## src/logic/spritePkg.sv

```systemverilog
// geometry, attribute layout and fixed palettes for the sprite engine
// entry 0 of every palette is transparent and never reaches the screen
package spritePkg;

    // sprite slots, one drawer each
    localparam int SPRITE_NUM   = 4;
    localparam int SPRITE_IDX_W = 2;

    // visible game area
    localparam int GAME_W = 64;
    localparam int GAME_H = 48;
    // raster extent including blanking
    localparam int H_TOTAL = 80;
    localparam int V_TOTAL = 56;
    localparam int POS_W   = 8;

    // tile geometry
    localparam int TILE_W     = 8;
    localparam int TILE_H     = 8;
    localparam int TILE_COUNT = 16;
    // two planes of TILE_W*TILE_H bits
    localparam int TILE_BITS  = 128;

    // attribute word {posX, posY, tileIndex, flags}
    localparam int ATTR_W        = 32;
    localparam int ATTR_POSX_LSB = 24;
    localparam int ATTR_POSY_LSB = 16;
    localparam int ATTR_TILE_LSB = 8;
    // flag bits inside the low byte
    localparam int FLAG_HFLIP    = 7;
    localparam int FLAG_VFLIP    = 6;
    localparam int FLAG_PAL_LSB  = 4;

    localparam int RGB_W = 12;
    typedef logic [RGB_W-1:0] rgbT;

    // four fixed palettes, indexed [palette][pixel value]
    localparam rgbT PALETTE [4][4] = '{
        '{12'h000, 12'hF00, 12'h0F0, 12'h00F},
        '{12'h000, 12'hFF0, 12'h0FF, 12'hF0F},
        '{12'h000, 12'h840, 12'h480, 12'h048},
        '{12'h000, 12'hFFF, 12'h888, 12'h444}
    };

    // colour of pixels no sprite covers
    localparam rgbT BG_COLOR = 12'h213;

endpackage

```

## src/logic/scanTimer.sv

```systemverilog
// free-running raster over H_TOTAL x V_TOTAL, game area at the top left
// frameStart marks the last raster position, so new state applies from (0,0)
`timescale 1ns/100ps

module scanTimer import spritePkg::*; (
    input  logic             clk,
    input  logic             rstn,
    output logic [POS_W-1:0] gameX,
    output logic [POS_W-1:0] gameY,
    output logic             visible,
    output logic             frameStart
);

    logic [POS_W-1:0] xNext;
    logic [POS_W-1:0] yNext;

    // next raster position
    always_comb begin
        xNext = gameX + 1'b1;
        yNext = gameY;
        if (gameX == POS_W'(H_TOTAL - 1)) begin
            xNext = '0;
            if (gameY == POS_W'(V_TOTAL - 1)) begin
                yNext = '0;
            end else begin
                yNext = gameY + 1'b1;
            end
        end
    end

    // flags registered with the coordinates they describe
    always_ff @(posedge clk) begin
        if (!rstn) begin
            gameX      <= '0;
            gameY      <= '0;
            visible    <= 1'b0;
            frameStart <= 1'b0;
        end else begin
            gameX      <= xNext;
            gameY      <= yNext;
            visible    <= (xNext < POS_W'(GAME_W)) && (yNext < POS_W'(GAME_H));
            // high on the final blanking position, the wrap edge follows
            frameStart <= (xNext == POS_W'(H_TOTAL - 1)) && (yNext == POS_W'(V_TOTAL - 1));
        end
    end

    // one pulse per frame, and the raster sits at (0,0) right after it
    assert property (@(posedge clk) disable iff (!rstn)
        frameStart |=> (!frameStart && gameX == '0 && gameY == '0));

endmodule

```

## config.mk

```make
export PLATFORM = sky130hd
export DESIGN_NAME = scanTimer
export DESIGN_NICKNAME = d
export VERILOG_FILES = /design/src/logic/spritePkg.sv /design/src/logic/scanTimer.sv
export SDC_FILE = /design/constraint.sdc
export NUM_CORES = 1
export LEC_CHECK = 0
export BUFFER_PORTS_ARGS = -buffer_cell sky130_fd_sc_hd__buf_2
export CAP_MARGIN = 20
export CORE_ASPECT_RATIO = 0.6
export CORE_MARGIN = 1
export CORE_UTILIZATION = 30
export DETAILED_ROUTE_END_ITERATION = 8
export GPL_TIMING_DRIVEN = 0
export MAX_ROUTING_LAYER = met4
export PLACE_DENSITY = 0.54
export SYNTH_ARGS = -nofsm -noshare
export SYNTH_HDL_FRONTEND = slang
export SYNTH_SLANG_ARGS = --single-unit
```

## constraint.sdc

```tcl
create_clock -name clk -period 2.1 [get_ports clk]
set_clock_uncertainty 0.05 [all_clocks]
set_input_delay 0.21 -clock clk [delete_from_list [all_inputs] [get_ports clk]]
set_output_delay 0.21 -clock clk [all_outputs]
set_load 0.03 [all_outputs]
```

Word-level counts from Yosys, hierarchy flattened:

Cells that the tools add are included.

* bits in writable memories: 0
* register bits after elaboration: 18
* ROM bits: 0
* memories kept: 0
* latch bits: 0

* reduce and logical (&&, ||, !) cells: 2
* order comparisons: 2
* divide/modulo/power cells: 0
* shift operators: 0
* multiply operators: 0
* equality and inequality tests: 4
* bitwise logic cells: 0
* multiplexer cells: 3
* add/subtract/negate cells: 2

Operators with widths (count)
* 8-bit two-way mux: 3
* 8-bit by 1-bit adder with 8-bit output (second input constant): 2
* 8-bit by 6-bit equality test with 1-bit output (second input constant): 2
* 8-bit by 7-bit equality test with 1-bit output (second input constant): 2
* 8-bit by 6-bit less-than comparator with 1-bit output (second input constant): 1
* 8-bit by 7-bit less-than comparator with 1-bit output (second input constant): 1
* 1-bit logical AND: 2

Longest topological paths before layout:

Gate-level depths: netlist of the first run.

* depth in word-level cells: 5
* depth in mapped cells: 7
* mapped depth without buffers: 6

Worst setup path before layout of the first run:

No wires, ideal clock.

* path kind: flip-flop to flip-flop
* start: register gameX[4]
* end: register frameStart
* stages on the path, launching flop included: 8
* arrival: 2.074 ns
* path buffers: 2
* path slack: -0.141 ns
* data required time: 1.933 ns
* path through: dfxtp_1 buf_6 or4b_4 buf_6 or3_1 a211oi_1 a21oi_1 and4bb_1

* word-level cells in the longest chain between the ends: 4

RTL lines
* from (decl): RTL line scanTimer.sv:8 `output logic [POS_W-1:0] gameX,`
* from (signal assigned): RTL line scanTimer.sv:39 `gameX <= xNext;`
* 8-bit by 1-bit adder with 8-bit output or 8-bit by 7-bit equality test with 1-bit output (tied branches): RTL line scanTimer.sv:19, scanTimer.sv:21
* 8-bit two-way mux: RTL line scanTimer.sv:21 `if (gameX == POS_W'(H_TOTAL - 1)) begin`
* 8-bit by 7-bit equality test with 1-bit output or 8-bit by 6-bit equality test with 1-bit output (tied branches): RTL line scanTimer.sv:43 `frameStart <= (xNext == POS_W'(H_TOTAL - 1)) && (yNext == POS_W'(V_TOTAL - 1));`
* 1-bit logical AND *: RTL line scanTimer.sv:43
* to (signal assigned): RTL line scanTimer.sv:43
* to (decl): RTL line scanTimer.sv:11 `output logic frameStart`

Every way passes the cells marked *; elsewhere a longest branch is shown, timed or not.
A chain may end at the register's enable or synchronous reset.

Worst setup path in the final report of the first run:

* start: register gameX[5]
* end: register frameStart

Same word-level chain as after synthesis.

==> out/summary.txt, run 1 <==
RSZ-0062 raised after global routing -> no
slew at the pin closest to its max-slew limit -> 440.8 ps
Hold/Removal Path Class -> in2reg
count of H-tree levels built during CTS -> 1
fin. max-slew vios -> 0
core region area -> 2909 µm²
biggest area consumer among synthesized cells -> dfxtp_1
number of global-route vias before repair -> 684
Initial Utilization -> 0.3196
switching power summed over all nets -> 0.0001549 W
final hold violation count -> 0
total power draw -> 0.0006465 W
Total Routed Length -> 2.316 mm
family of cells with the greatest summed delay on the critical path -> simple AND/OR/NAND/NOR gates
diodes inserted -> 0
arrival time of the worst setup path -> 2140 ps
critical path launch point type -> flop
maximum number of buffers from clock root to sink -> 2
I/O pin cnt -> 20
crit path capture -> frameStart
ratio of total power to cell area -> 515.1 nW/µm²
routability congestion estimate from global placement -> 0.8211
count of hold-fix buffers inserted at cts -> 0
portion of total power attributed to the clock network -> 0.383
capture instance of the worst register-to-register path -> frameStart
leading post-synthesis cells by cell area -> dfxtp_1 39%, nand2_1 5.2%, nor2b_1 4.7%, xnor2_1 4.7%, xor2_1 4.7%
maximum net fanout on the critical path -> 8
Placed Cells incl. Taps -> 168
placed wire-length estimate after detailed placement -> 1.619 mm
count of vias placed by the detailed router -> 859
Post-layout nets -> 140
final routed DRC violation total -> 0
Port Buffer Count -> 19
fraction of layout cells with a size suffix above 1 -> 0.3657
total number of cells along the worst setup path -> 5
distinct cell type count after synthesis -> 37
number of DRC violations after detailed-routing iteration 0 -> 45
root cell of the clock tree -> clkbuf_8
Register-to-Register Path Depth -> 5
Period minus WS final -> 2043 ps
global-route wire length before repair -> 3.346 mm
number of routed nets with antenna violations -> 0
P_leak -> 0.5643 nW
depth of the worst hold-timing path -> 3
first-pass iteration count of the detailed router -> 4
Achievable Freq -> 0.4894 GHz
Critical path buffers and inverters -> 0
source of the worst register-to-register timing path -> gameX[5]
Synth Net Count -> 112
run status -> completed
TritonCTS clock tree -> built
Min-Delay Startpoint -> rstn
area added between synthesis and finish -> 34.99%
Syn Area/Cell -> 8.688 µm²
flip-flop and latch count after synthesis -> 18
grt total ovfl -> 0
site row count -> 15
share of total power in combinational logic -> 0.074
antenna violations before repair -> 0
number of standard cells after synthesis -> 107
warning count from the yosys run -> 0
routed len/inst -> 13.16 µm
sequential cell area in the final layout -> 371.6 µm²
worst IR drop on VDD -> 0.0002256 V
clk slew on worst S/H paths -> 70 ps
pin count of the biggest net entering global routing -> 11
Required @ worst endpoint -> 2200 ps
part of the power in registers -> 0.543
die width -> 73.87 µm
CTS Buf Count -> 3
latest clock arrival within the worst-skew pair -> 250 ps
setup-violating endpoint count in the final report -> 0
global router's overall resource usage -> 0.1429
Final period util -> 0.9730
peak per-stage delay on the critical path -> 620 ps
max cap viols -> 0
multi-input logic area -> 623.1 µm²
proportion of netlist area held by the largest area contributor -> 0.3876
critical path capture point type -> flop
floorplan die area -> 3333 µm²
internal power contribution -> 0.0004916 W
average via count per standard cell -> 4.881
mapped cell area -> 929.6 µm²
relative max-transition margin -> 0.7061
fraction of the yosys area taken by sequential cells -> 0.3876
post-layout worst setup margin -> 56.77 ps
# clock sinks -> 18
critical path's slowest cell -> or4b_4
die height -> 45.12 µm
setup slack, reg-to-reg -> 60 ps
Sw Ratio -> 0.2396
minimum setup slack after placement -> -125.5 ps
chain of cells forming the critical path -> or4b_4, or3_4, a211oi_2, a21oi_2, and4bb_1
final cell count without fillers -> 176
Layout fillers -> 303
class of the most critical setup path -> reg2reg
Worst setup startpoint -> gameX[5]
final total negative setup slack -> 0 ps
## routing by layer
layer,up-vias,routed length [µm],global-route usage
met2,23,961,0.1872
met3,4,94,0.04688
met4,0,23,0.02308
met1,403,1236,0.2105
li1,429,-,-
met5,-,0,-
## cell families after synthesis
logic type	after synthesis	synth area share
AND/OR/NAND/NOR	56	0.3324
flip-flops	18	0.3876
AO/OA/AOI/OAI	13	0.09962
XOR/XNOR	10	0.09421
buffers and inverters	7	0.04575
adder cells (fa/ha/maj)	3	0.04038
## stage by stage
stage / util / area, µm² / hold slack, ps
3_5_place_dp: 0.3841 / 1117 / 417.8
2_1_floorplan: - / 969.7 / 303.9
4_1_cts: 0.4181 / 1216 / 181.1
5_1_grt: 0.4314 / 1255 / 184.0
3_3_place_gp: 0.3841 / 1117 / 412.0
6_report: 0.4314 / 1255 / 190.8
## how the worst min path moves through the flow
| stage | to | slack (ps) |
|---|---|---|
| 2_1_floorplan | gameX[2] | 300 |
| 3_3_place_gp | gameX[0] | 410 |
| 3_5_place_dp | gameX[0] | 420 |
| 4_1_cts | gameY[7] | 180 |
| 5_1_grt | gameY[7] | 180 |
| 6_report | gameY[7] | 190 |
## area by class of cell
cell class,instances,area share
multi-input cells,82,0.4965
flip-flops and latches,18,0.2961
repair buffers,26,0.1176
well taps,42,0.04187
clock buffers,3,0.03290
plain buffers,3,0.008973
clock inverters,1,0.002991
inverters,1,0.002991
## state kept, by name, summed over array words and instances (netlist names)
signal,count
gameX,8
frameStart,1
visible,1
gameY,8
## synthesized netlist by cell type
master and count:
nor4_1 3, buf_6 2, o211ai_1 1, dfxtp_1 18
or4_1 1, xor2_1 5, or2_2 1, inv_1 1
or4b_4 1, a41o_1 1, nor3b_2 1, nor2_1 9
buf_2 1, o21bai_1 1, a21o_1 1, nand2_1 13
a311oi_1 1, and4bb_1 1, a211oi_1 1, xnor2_1 5
or4b_2 1, o31a_1 1, and2_1 2, nor3_1 3
nand4_1 2, and3_1 1, o31ai_1 1, ha_1 3
nor2b_1 7, nand3_1 7, clkbuf_1 3, or3_1 1
a21boi_0 1, nor3b_1 1, a21oi_1 2, o21ai_0 2
nand2b_1 1
## worst min-delay path: cells and delay by family
kind            cells  cell delay (ps)
compound gates      1               70
simple gates        1               40
buf+inv             1              130
## power by group through the flow
stage           logic, W  clock network (W)  registers (W)
2_1_floorplan  0.0000195                  0       0.000371
3_3_place_gp   0.0000441                  0       0.000359
3_5_place_dp   0.0000445                  0       0.000359
4_1_cts        0.0000466           0.000262       0.000351
5_1_grt        0.0000516           0.000276       0.000352
6_report       0.0000477           0.000248       0.000351
## cell usage in the layout (no fill, tap or decap), types with 2 or more instances in the layout
cell type / netlist / layout
ha_1: 3 / 3
nand4_1: 2 / 2
o21ai_0: 2 / 2
nand3_1: 7 / 5
nor3_1: 3 / 3
nand2_1: 13 / 13
buf_2: 1 / 19
and2_1: 2 / 2
xor2_1: 5 / 5
clkbuf_1: 3 / 3
buf_4: 0 / 7
nor2b_1: 7 / 7
nor2_1: 9 / 8
dfxtp_2: 0 / 3
clkbuf_8: 0 / 3
dfxtp_1: 18 / 13
xnor2_1: 5 / 5
dfxtp_4: 0 / 2
nor4_4: 0 / 3
## timing repair
| action | in CTS | in global routing |
|---|---|---|
| setup buffers | 3 | 4 |
| gates resized for setup | 6 | 6 |
| gates cloned | 0 | 0 |
| endpoints found under the setup margin | 4 | 5 |
| pin swaps | 4 | 10 |
Power figures use the tool's default switching activity.
==> run 2, diff against run 1 <==
- CTS_BUF_LIST: unset -> sky130_fd_sc_hd__clkbuf_16
==> out/summary.txt, run 2 (synthesized netlist as in run 1, its figures left out) <==
run status -> completed (unchanged)
TritonCTS clock tree -> built (unchanged)
family of cells with the greatest summed delay on the critical path -> simple AND/OR/NAND/NOR gates (unchanged)
average via count per standard cell -> 4.834 (was 4.881)
core utilization of the finished layout -> 0.4404 (was 0.4314)
critical path launch point type -> flop (unchanged)
global-route wire length before repair -> 3.353 mm (was 3.346 mm)
first-pass iteration count of the detailed router -> 4 (unchanged)
peak per-stage delay on the critical path -> 620 ps (about the same)
Hold/Removal Path Class -> in2reg (unchanged)
# clock sinks -> 18 (unchanged)
Final period util -> 0.9580 (was 0.9730)
relative max-transition margin -> 0.7091 (was 0.7061)
antenna violations before repair -> 0 (unchanged)
maximum number of buffers from clock root to sink -> 2 (unchanged)
Initial Utilization -> 0.3196 (unchanged)
count of hold-fix buffers inserted at cts -> 0 (unchanged)
Post-layout nets -> 139 (was 140)
area added between synthesis and finish -> 37.82% (was 34.99%)
commonest cells after routing, fill and taps aside -> 19 x buf_2, 13 x nand2_1, 13 x dfxtp_1, 8 x nor2_1, 7 x nor2b_1 (was 19 x buf_2, 13 x nand2_1, 13 x dfxtp_1, 8 x nor2_1)
critical path's slowest cell -> or4b_4 (unchanged)
switching power summed over all nets -> 0.0001696 W (was 0.0001549 W)
clk slew on worst S/H paths -> 50 ps (was 70 ps)
CTS Buf Count -> 3 (unchanged)
Sw Ratio -> 0.2160 (was 0.2396)
Required @ worst endpoint -> 2240 ps (was 2200 ps)
arrival time of the worst setup path -> 2150 ps (was 2140 ps)
internal power contribution -> 0.0006154 W (was 0.0004916 W)
slew at the pin closest to its max-slew limit -> 436.4 ps (was 440.8 ps)
fraction of layout cells with a size suffix above 1 -> 0.3459 (was 0.3657)
global router's overall resource usage -> 0.1449 (was 0.1429)
site row count -> 15 (unchanged)
critical path capture point type -> flop (unchanged)
Critical path buffers and inverters -> 1 (was 0)
hold slack -> 198.1 ps (was 190.8 ps)
ratio of total power to cell area -> 612.6 nW/µm² (was 515.1 nW/µm²)
minimum setup slack after placement -> -125.5 ps (unchanged)
pin count of the biggest net entering global routing -> 11 (unchanged)
chain of cells forming the critical path -> or4b_4, buf_6, nor4_4, xnor2_1, nand3_1, and4bb_1 (was or4b_4, or3_4, a211oi_2, a21oi_2, and4bb_1)
number of routed nets with antenna violations -> 0 (unchanged)
grt total ovfl -> 0 (unchanged)
part of the power in registers -> 0.448 (was 0.543)
die width -> 73.87 µm (unchanged)
P_leak -> 0.5774 nW (was 0.5643 nW)
die height -> 45.12 µm (unchanged)
worst IR drop on VDD -> 0.0003612 V (was 0.0002256 V)
diodes inserted -> 0 (unchanged)
Achievable Freq -> 0.4971 GHz (was 0.4894 GHz)
count of H-tree levels built during CTS -> 1 (unchanged)
RSZ-0062 raised after global routing -> no (unchanged)
max cap viols -> 0 (unchanged)
most common cell after layout, fill and taps aside -> buf_2 (unchanged)
number of global-route vias before repair -> 686 (was 684)
setup-violating endpoint count in the final report -> 0 (unchanged)
I/O pin cnt -> 20 (unchanged)
class of the most critical setup path -> reg2reg (unchanged)
Total Routed Length -> 2.260 mm (was 2.316 mm)
root cell of the clock tree -> clkbuf_16 (was clkbuf_8)
post-layout worst setup margin -> 88.21 ps (was 56.77 ps)
core region area -> 2909 µm² (unchanged)
portion of total power attributed to the clock network -> 0.491 (was 0.383)
latest clock arrival within the worst-skew pair -> 250 ps (about the same)
number of DRC violations after detailed-routing iteration 0 -> 38 (was 45)
Port Buffer Count -> 19 (unchanged)
Period minus WS final -> 2012 ps (was 2043 ps)
routed len/inst -> 12.91 µm (was 13.16 µm)
count of vias placed by the detailed router -> 846 (was 859)
fin. max-slew vios -> 0 (unchanged)
maximum net fanout on the critical path -> 8 (unchanged)
final routed DRC violation total -> 0 (unchanged)
floorplan die area -> 3333 µm² (unchanged)
routability congestion estimate from global placement -> 0.8211 (unchanged)
placed wire-length estimate after detailed placement -> 1.619 mm (unchanged)
share of total power in combinational logic -> 0.061 (was 0.074)
largest registers in the final layout -> gameX: 8 flops, gameY: 8 flops (unchanged)
final hold violation count -> 0 (unchanged)
[run 2: metrics by stage]
| step | setup TNS (ps) | total power, W | instances | cell area, µm² |
|---|---|---|---|---|
| 5_1_grt | 0 | 0.0008193 | 175 | 1281 |
| 3_5_place_dp | -423.0 | 0.0004039 | 168 | 1117 |
| 6_report | 0 | 0.0007849 | 175 | 1281 |
| 2_1_floorplan | 0 | 0.0003901 | 107 | 969.7 |
| 3_3_place_gp | -440.6 | 0.0004033 | 168 | 1117 |
| 4_1_cts | 0 | 0.0007958 | 174 | 1250 |
[run 2: power groups by stage]
stage	clock [W]	combinational [W]	sequential [W]
final	0.000386	0.0000475	0.000352
after global routing	0.000415	0.0000516	0.000353
after CTS	0.000397	0.0000466	0.000352
after detailed placement	0	0.0000445	0.000359
after global placement	0	0.0000441	0.000359
after floorplan	0	0.0000195	0.000371
[run 2: routing by layer]
layer / global-route usage / wire, µm
met5: - / 0
met4: 0.03462 / 9
met3: 0.05357 / 134
met2: 0.1872 / 902
met1: 0.2078 / 1213
[run 2: final timing paths]
path         cells after the start  startpoint         end  slack (ps)
min                              3        rstn    gameY[7]         200
min reg2reg                      1    gameX[0]    gameX[0]         420
max                              6    gameX[5]  frameStart          90
max reg2reg                      6    gameX[5]  frameStart          90
[run 2: repair_timing]
item	CTS	global route
buffers inserted	3	3
gates resized for setup	6	6
pin swaps	3	7
endpoints found under the setup margin	4	5
gates cloned	0	0
[run 2: area by class of cell]
class	count	area [µm²]
tap	42	52.55
clock buffer	3	75.07
fill	302	1628
timing repair buffer	25	147.6
clock inverter	1	3.754
buffer	3	11.26
multi-input combinational	82	615.6
inverter	1	3.754
sequential	18	371.6
[run 2: worst min-delay path, stage by stage]
cell and delay (ps):
buf_2 130, o31ai_4 70, nor2_1 40
==> run 3, diff against run 2 <==
- ABC_AREA: unset -> 1
- ABC_CLOCK_PERIOD_IN_PS: unset -> 2100
- CORE_UTILIZATION: 30 -> 48
- PLACE_DENSITY: 0.54 -> 0.77
==> out/summary.txt, run 3 <==
root cell of the clock tree -> clkbuf_16 (unchanged)
share of total power in combinational logic -> 0.048 (was 0.061)
final cell count without fillers -> 213 (was 175)
average via count per standard cell -> 5.061 (was 4.834)
biggest area consumer among synthesized cells -> dfxtp_1 (unchanged)
Port Buffer Count -> 19 (unchanged)
routed len/inst -> 11.15 µm (was 12.91 µm)
critical path launch point type -> flop (unchanged)
ratio of total power to cell area -> 618.4 nW/µm² (was 612.6 nW/µm²)
fraction of layout cells with a size suffix above 1 -> 0.1838 (was 0.3459)
# clock sinks -> 18 (unchanged)
diodes inserted -> 0 (unchanged)
pin count of the biggest net entering global routing -> 11 (unchanged)
post-CTS resize count -> 0 (was 6)
placed wire-length estimate after detailed placement -> 1.823 mm (was 1.619 mm)
count of hold-fix buffers inserted at cts -> 0 (unchanged)
grt total ovfl -> 0 (unchanged)
proportion of netlist area held by the largest area contributor -> 0.3462 (was 0.3876)
Synth Net Count -> 167 (was 112)
most common cell after layout, fill and taps aside -> nand2_1 (was buf_2)
commonest cells after routing, fill and taps aside -> 37 x nand2_1, 30 x nor2_1, 25 x inv_1, 19 x buf_2, 18 x dfxtp_1 (was 19 x buf_2, 13 x nand2_1, 13 x dfxtp_1, 8 x nor2_1, 7 x nor2b_1)
Period minus WS final -> 1835 ps (was 2012 ps)
slew at the pin closest to its max-slew limit -> 498.7 ps (was 436.4 ps)
Required @ worst endpoint -> 2240 ps (about the same)
top post-synthesis cells by count -> 37 x nand2_1, 30 x nor2_1, 25 x inv_1, 18 x dfxtp_1, 16 x nand3_1 (was 18 x dfxtp_1, 13 x nand2_1, 9 x nor2_1, 7 x nand3_1, 7 x nor2b_1)
routability congestion estimate from global placement -> 0.8499 (was 0.8211)
internal power contribution -> 0.0006113 W (was 0.0006154 W)
class of the most critical setup path -> reg2reg (unchanged)
worst IR drop on VDD -> 0.0004155 V (was 0.0003612 V)
source of the worst register-to-register timing path -> gameX[0] (was gameX[5])
part of the power in registers -> 0.461 (was 0.448)
count of H-tree levels built during CTS -> 1 (unchanged)
final routed DRC violation total -> 0 (unchanged)
portion of total power attributed to the clock network -> 0.491 (about the same)
final hold violation count -> 0 (unchanged)
run status -> completed (unchanged)
floorplan die area -> 2365 µm² (was 3333 µm²)
Total Routed Length -> 2.374 mm (was 2.260 mm)
count leader, synth -> nand2_1 (was dfxtp_1)
global-route wire length before repair -> 3.898 mm (was 3.353 mm)
number of standard cells after synthesis -> 162 (was 107)
largest registers in the final layout -> gameX: 8 flops, gameY: 8 flops (unchanged)
mapped cell area -> 1041 µm² (was 929.6 µm²)
die height -> 38.08 µm (was 45.12 µm)
site row count -> 12 (was 15)
arrival time of the worst setup path -> 1970 ps (was 2150 ps)
first-pass iteration count of the detailed router -> 4 (unchanged)
maximum number of buffers from clock root to sink -> 2 (unchanged)
die width -> 62.12 µm (was 73.87 µm)
latest clock arrival within the worst-skew pair -> 250 ps (about the same)
maximum net fanout on the critical path -> 6 (was 8)
core region area -> 1937 µm² (was 2909 µm²)
max cap viols -> 0 (unchanged)
RSZ-0062 raised after global routing -> no (unchanged)
global router's overall resource usage -> 0.2314 (was 0.1449)
Final period util -> 0.8739 (was 0.9580)
flip-flop and latch count after synthesis -> 18 (unchanged)
Sw Ratio -> 0.2091 (was 0.2160)
fraction of the yosys area taken by sequential cells -> 0.3462 (was 0.3876)
clk slew on worst S/H paths -> 50 ps (about the same)
CTS Buf Count -> 3 (unchanged)
switching power summed over all nets -> 0.0001616 W (was 0.0001696 W)
commonest register cell after synthesis -> dfxtp_1 (unchanged)
P_leak -> 0.6008 nW (was 0.5774 nW)
number of routed nets with antenna violations -> 0 (unchanged)
Placed Cells incl. Taps -> 209 (was 168)
capture instance of the worst register-to-register path -> frameStart (unchanged)
relative max-transition margin -> 0.6676 (was 0.7091)
number of DRC violations after detailed-routing iteration 0 -> 85 (was 38)
antenna violations before repair -> 0 (unchanged)
leading post-synthesis cells by cell area -> dfxtp_1 35%, nand2_1 13%, nor2_1 11%, inv_1 9.0%, nand3_1 7.7% (was dfxtp_1 39%, nand2_1 5.2%, nor2b_1 4.7%, xnor2_1 4.7%, xor2_1 4.7%)
distinct cell type count after synthesis -> 18 (was 37)
count of vias placed by the detailed router -> 1078 (was 846)
worst hold endpoint -> visible (was gameY[7])
area added between synthesis and finish -> 20.07% (was 37.82%)
Min-Delay Startpoint -> rstn (unchanged)
Achievable Freq -> 0.5449 GHz (was 0.4971 GHz)
minimum setup slack after placement -> 297.3 ps (was -125.5 ps)
warning count from the yosys run -> 0 (unchanged)
number of global-route vias before repair -> 899 (was 686)
setup slack, reg-to-reg -> 260 ps (was 90 ps)
post-layout worst setup margin -> 264.8 ps (was 88.21 ps)
Register-to-Register Path Depth -> 11 (was 6)
critical path capture point type -> flop (unchanged)
share of synthesized registers carrying an async set or reset -> 0 (unchanged)
final total negative setup slack -> 0 ps (unchanged)
Post-synth EDFFs -> 0 (unchanged)
setup-violating endpoint count in the final report -> 0 (unchanged)
Post-layout nets -> 191 (was 139)
Layout fillers -> 169 (was 302)
depth of the worst hold-timing path -> 3 (unchanged)
Initial Utilization -> 0.5375 (was 0.3196)
number of post-CTS setup repair buffers -> 0 (was 3)
Hold/Removal Path Class -> in2reg (unchanged)
I/O pin cnt -> 20 (unchanged)
fin. max-slew vios -> 0 (unchanged)
TritonCTS clock tree -> built (unchanged)
Syn Area/Cell -> 6.426 µm² (was 8.688 µm²)
[run 3: how the worst max path moves through the flow]
stage | from | to | slack [ps] | cells past startpoint
floorplan | gameX[0] | visible | 340 | 9
global placement | gameX[0] | frameStart | 340 | 11
detailed placement | gameX[0] | frameStart | 300 | 11
CTS | gameX[0] | frameStart | 250 | 11
global route | gameX[0] | frameStart | 60 | 9
finish | gameX[0] | frameStart | 260 | 11
[run 3: cell type report]
| class | count | area [µm²] | area share |
|---|---|---|---|
| tap | 28 | 35.03 | 0.02803 |
| inverter | 26 | 97.59 | 0.07808 |
| sequential | 18 | 360.3 | 0.2883 |
| multi-input combinational | 117 | 579.3 | 0.4635 |
| clock inverter | 1 | 3.754 | 0.003003 |
| timing repair buffer | 19 | 95.09 | 0.07608 |
| clock buffer | 3 | 75.07 | 0.06006 |
| buffer | 1 | 3.754 | 0.003003 |
[run 3: power groups by stage]
stage          clock, W  sequential [W]  combinational (W)
2_1_floorplan         0        0.000372          0.0000142
3_3_place_gp          0        0.000361          0.0000364
3_5_place_dp          0        0.000363          0.0000367
4_1_cts        0.000394        0.000356          0.0000373
5_1_grt        0.000404        0.000357          0.0000407
6_report       0.000380        0.000356          0.0000370
[run 3: per-stage QoR]
step	area [µm²]	hold WS (ps)	power, W	util
floorplan	1041	304.6	0.0003866	-
global placement	1171	475.5	0.0003979	0.6047
detailed placement	1171	473.3	0.0003993	0.6047
CTS	1250	213.2	0.0007869	0.6453
global route	1250	235.8	0.0008010	0.6453
finish	1250	220.5	0.0007729	0.6453
[run 3: worst max-delay path: stages, from the launching register on]
cell and delay [ps]:
dfxtp_1 460, ha_1 260, nand2_2 110, nor2_4 190, nand3_4 130, nand2_1 100
nand3_1 70, nor2_1 130, nand2_1 60, nor2_1 80, nand2_1 50, nor2_1 80
[run 3: kinds of logic (layout without fill, tap and decap cells)]
family / after synthesis / in the layout / synth area share
and+or+nand+nor: 110 / 110 / 0.4976
adders and majority gates: 3 / 3 / 0.03606
DFF: 18 / 18 / 0.3462
buffers and inverters: 27 / 50 / 0.09735
xor gates and xnor gates: 1 / 1 / 0.008415
AOI/OAI and AO/OA: 3 / 3 / 0.01442
[run 3: metal layers]
metal,vias up,part of all wire,GRT usage
met5,-,0,-
met3,6,0.075,0.06250
met1,475,0.50,0.3018
li1,562,-,-
met2,35,0.41,0.3407
met4,0,0.013,0.1047
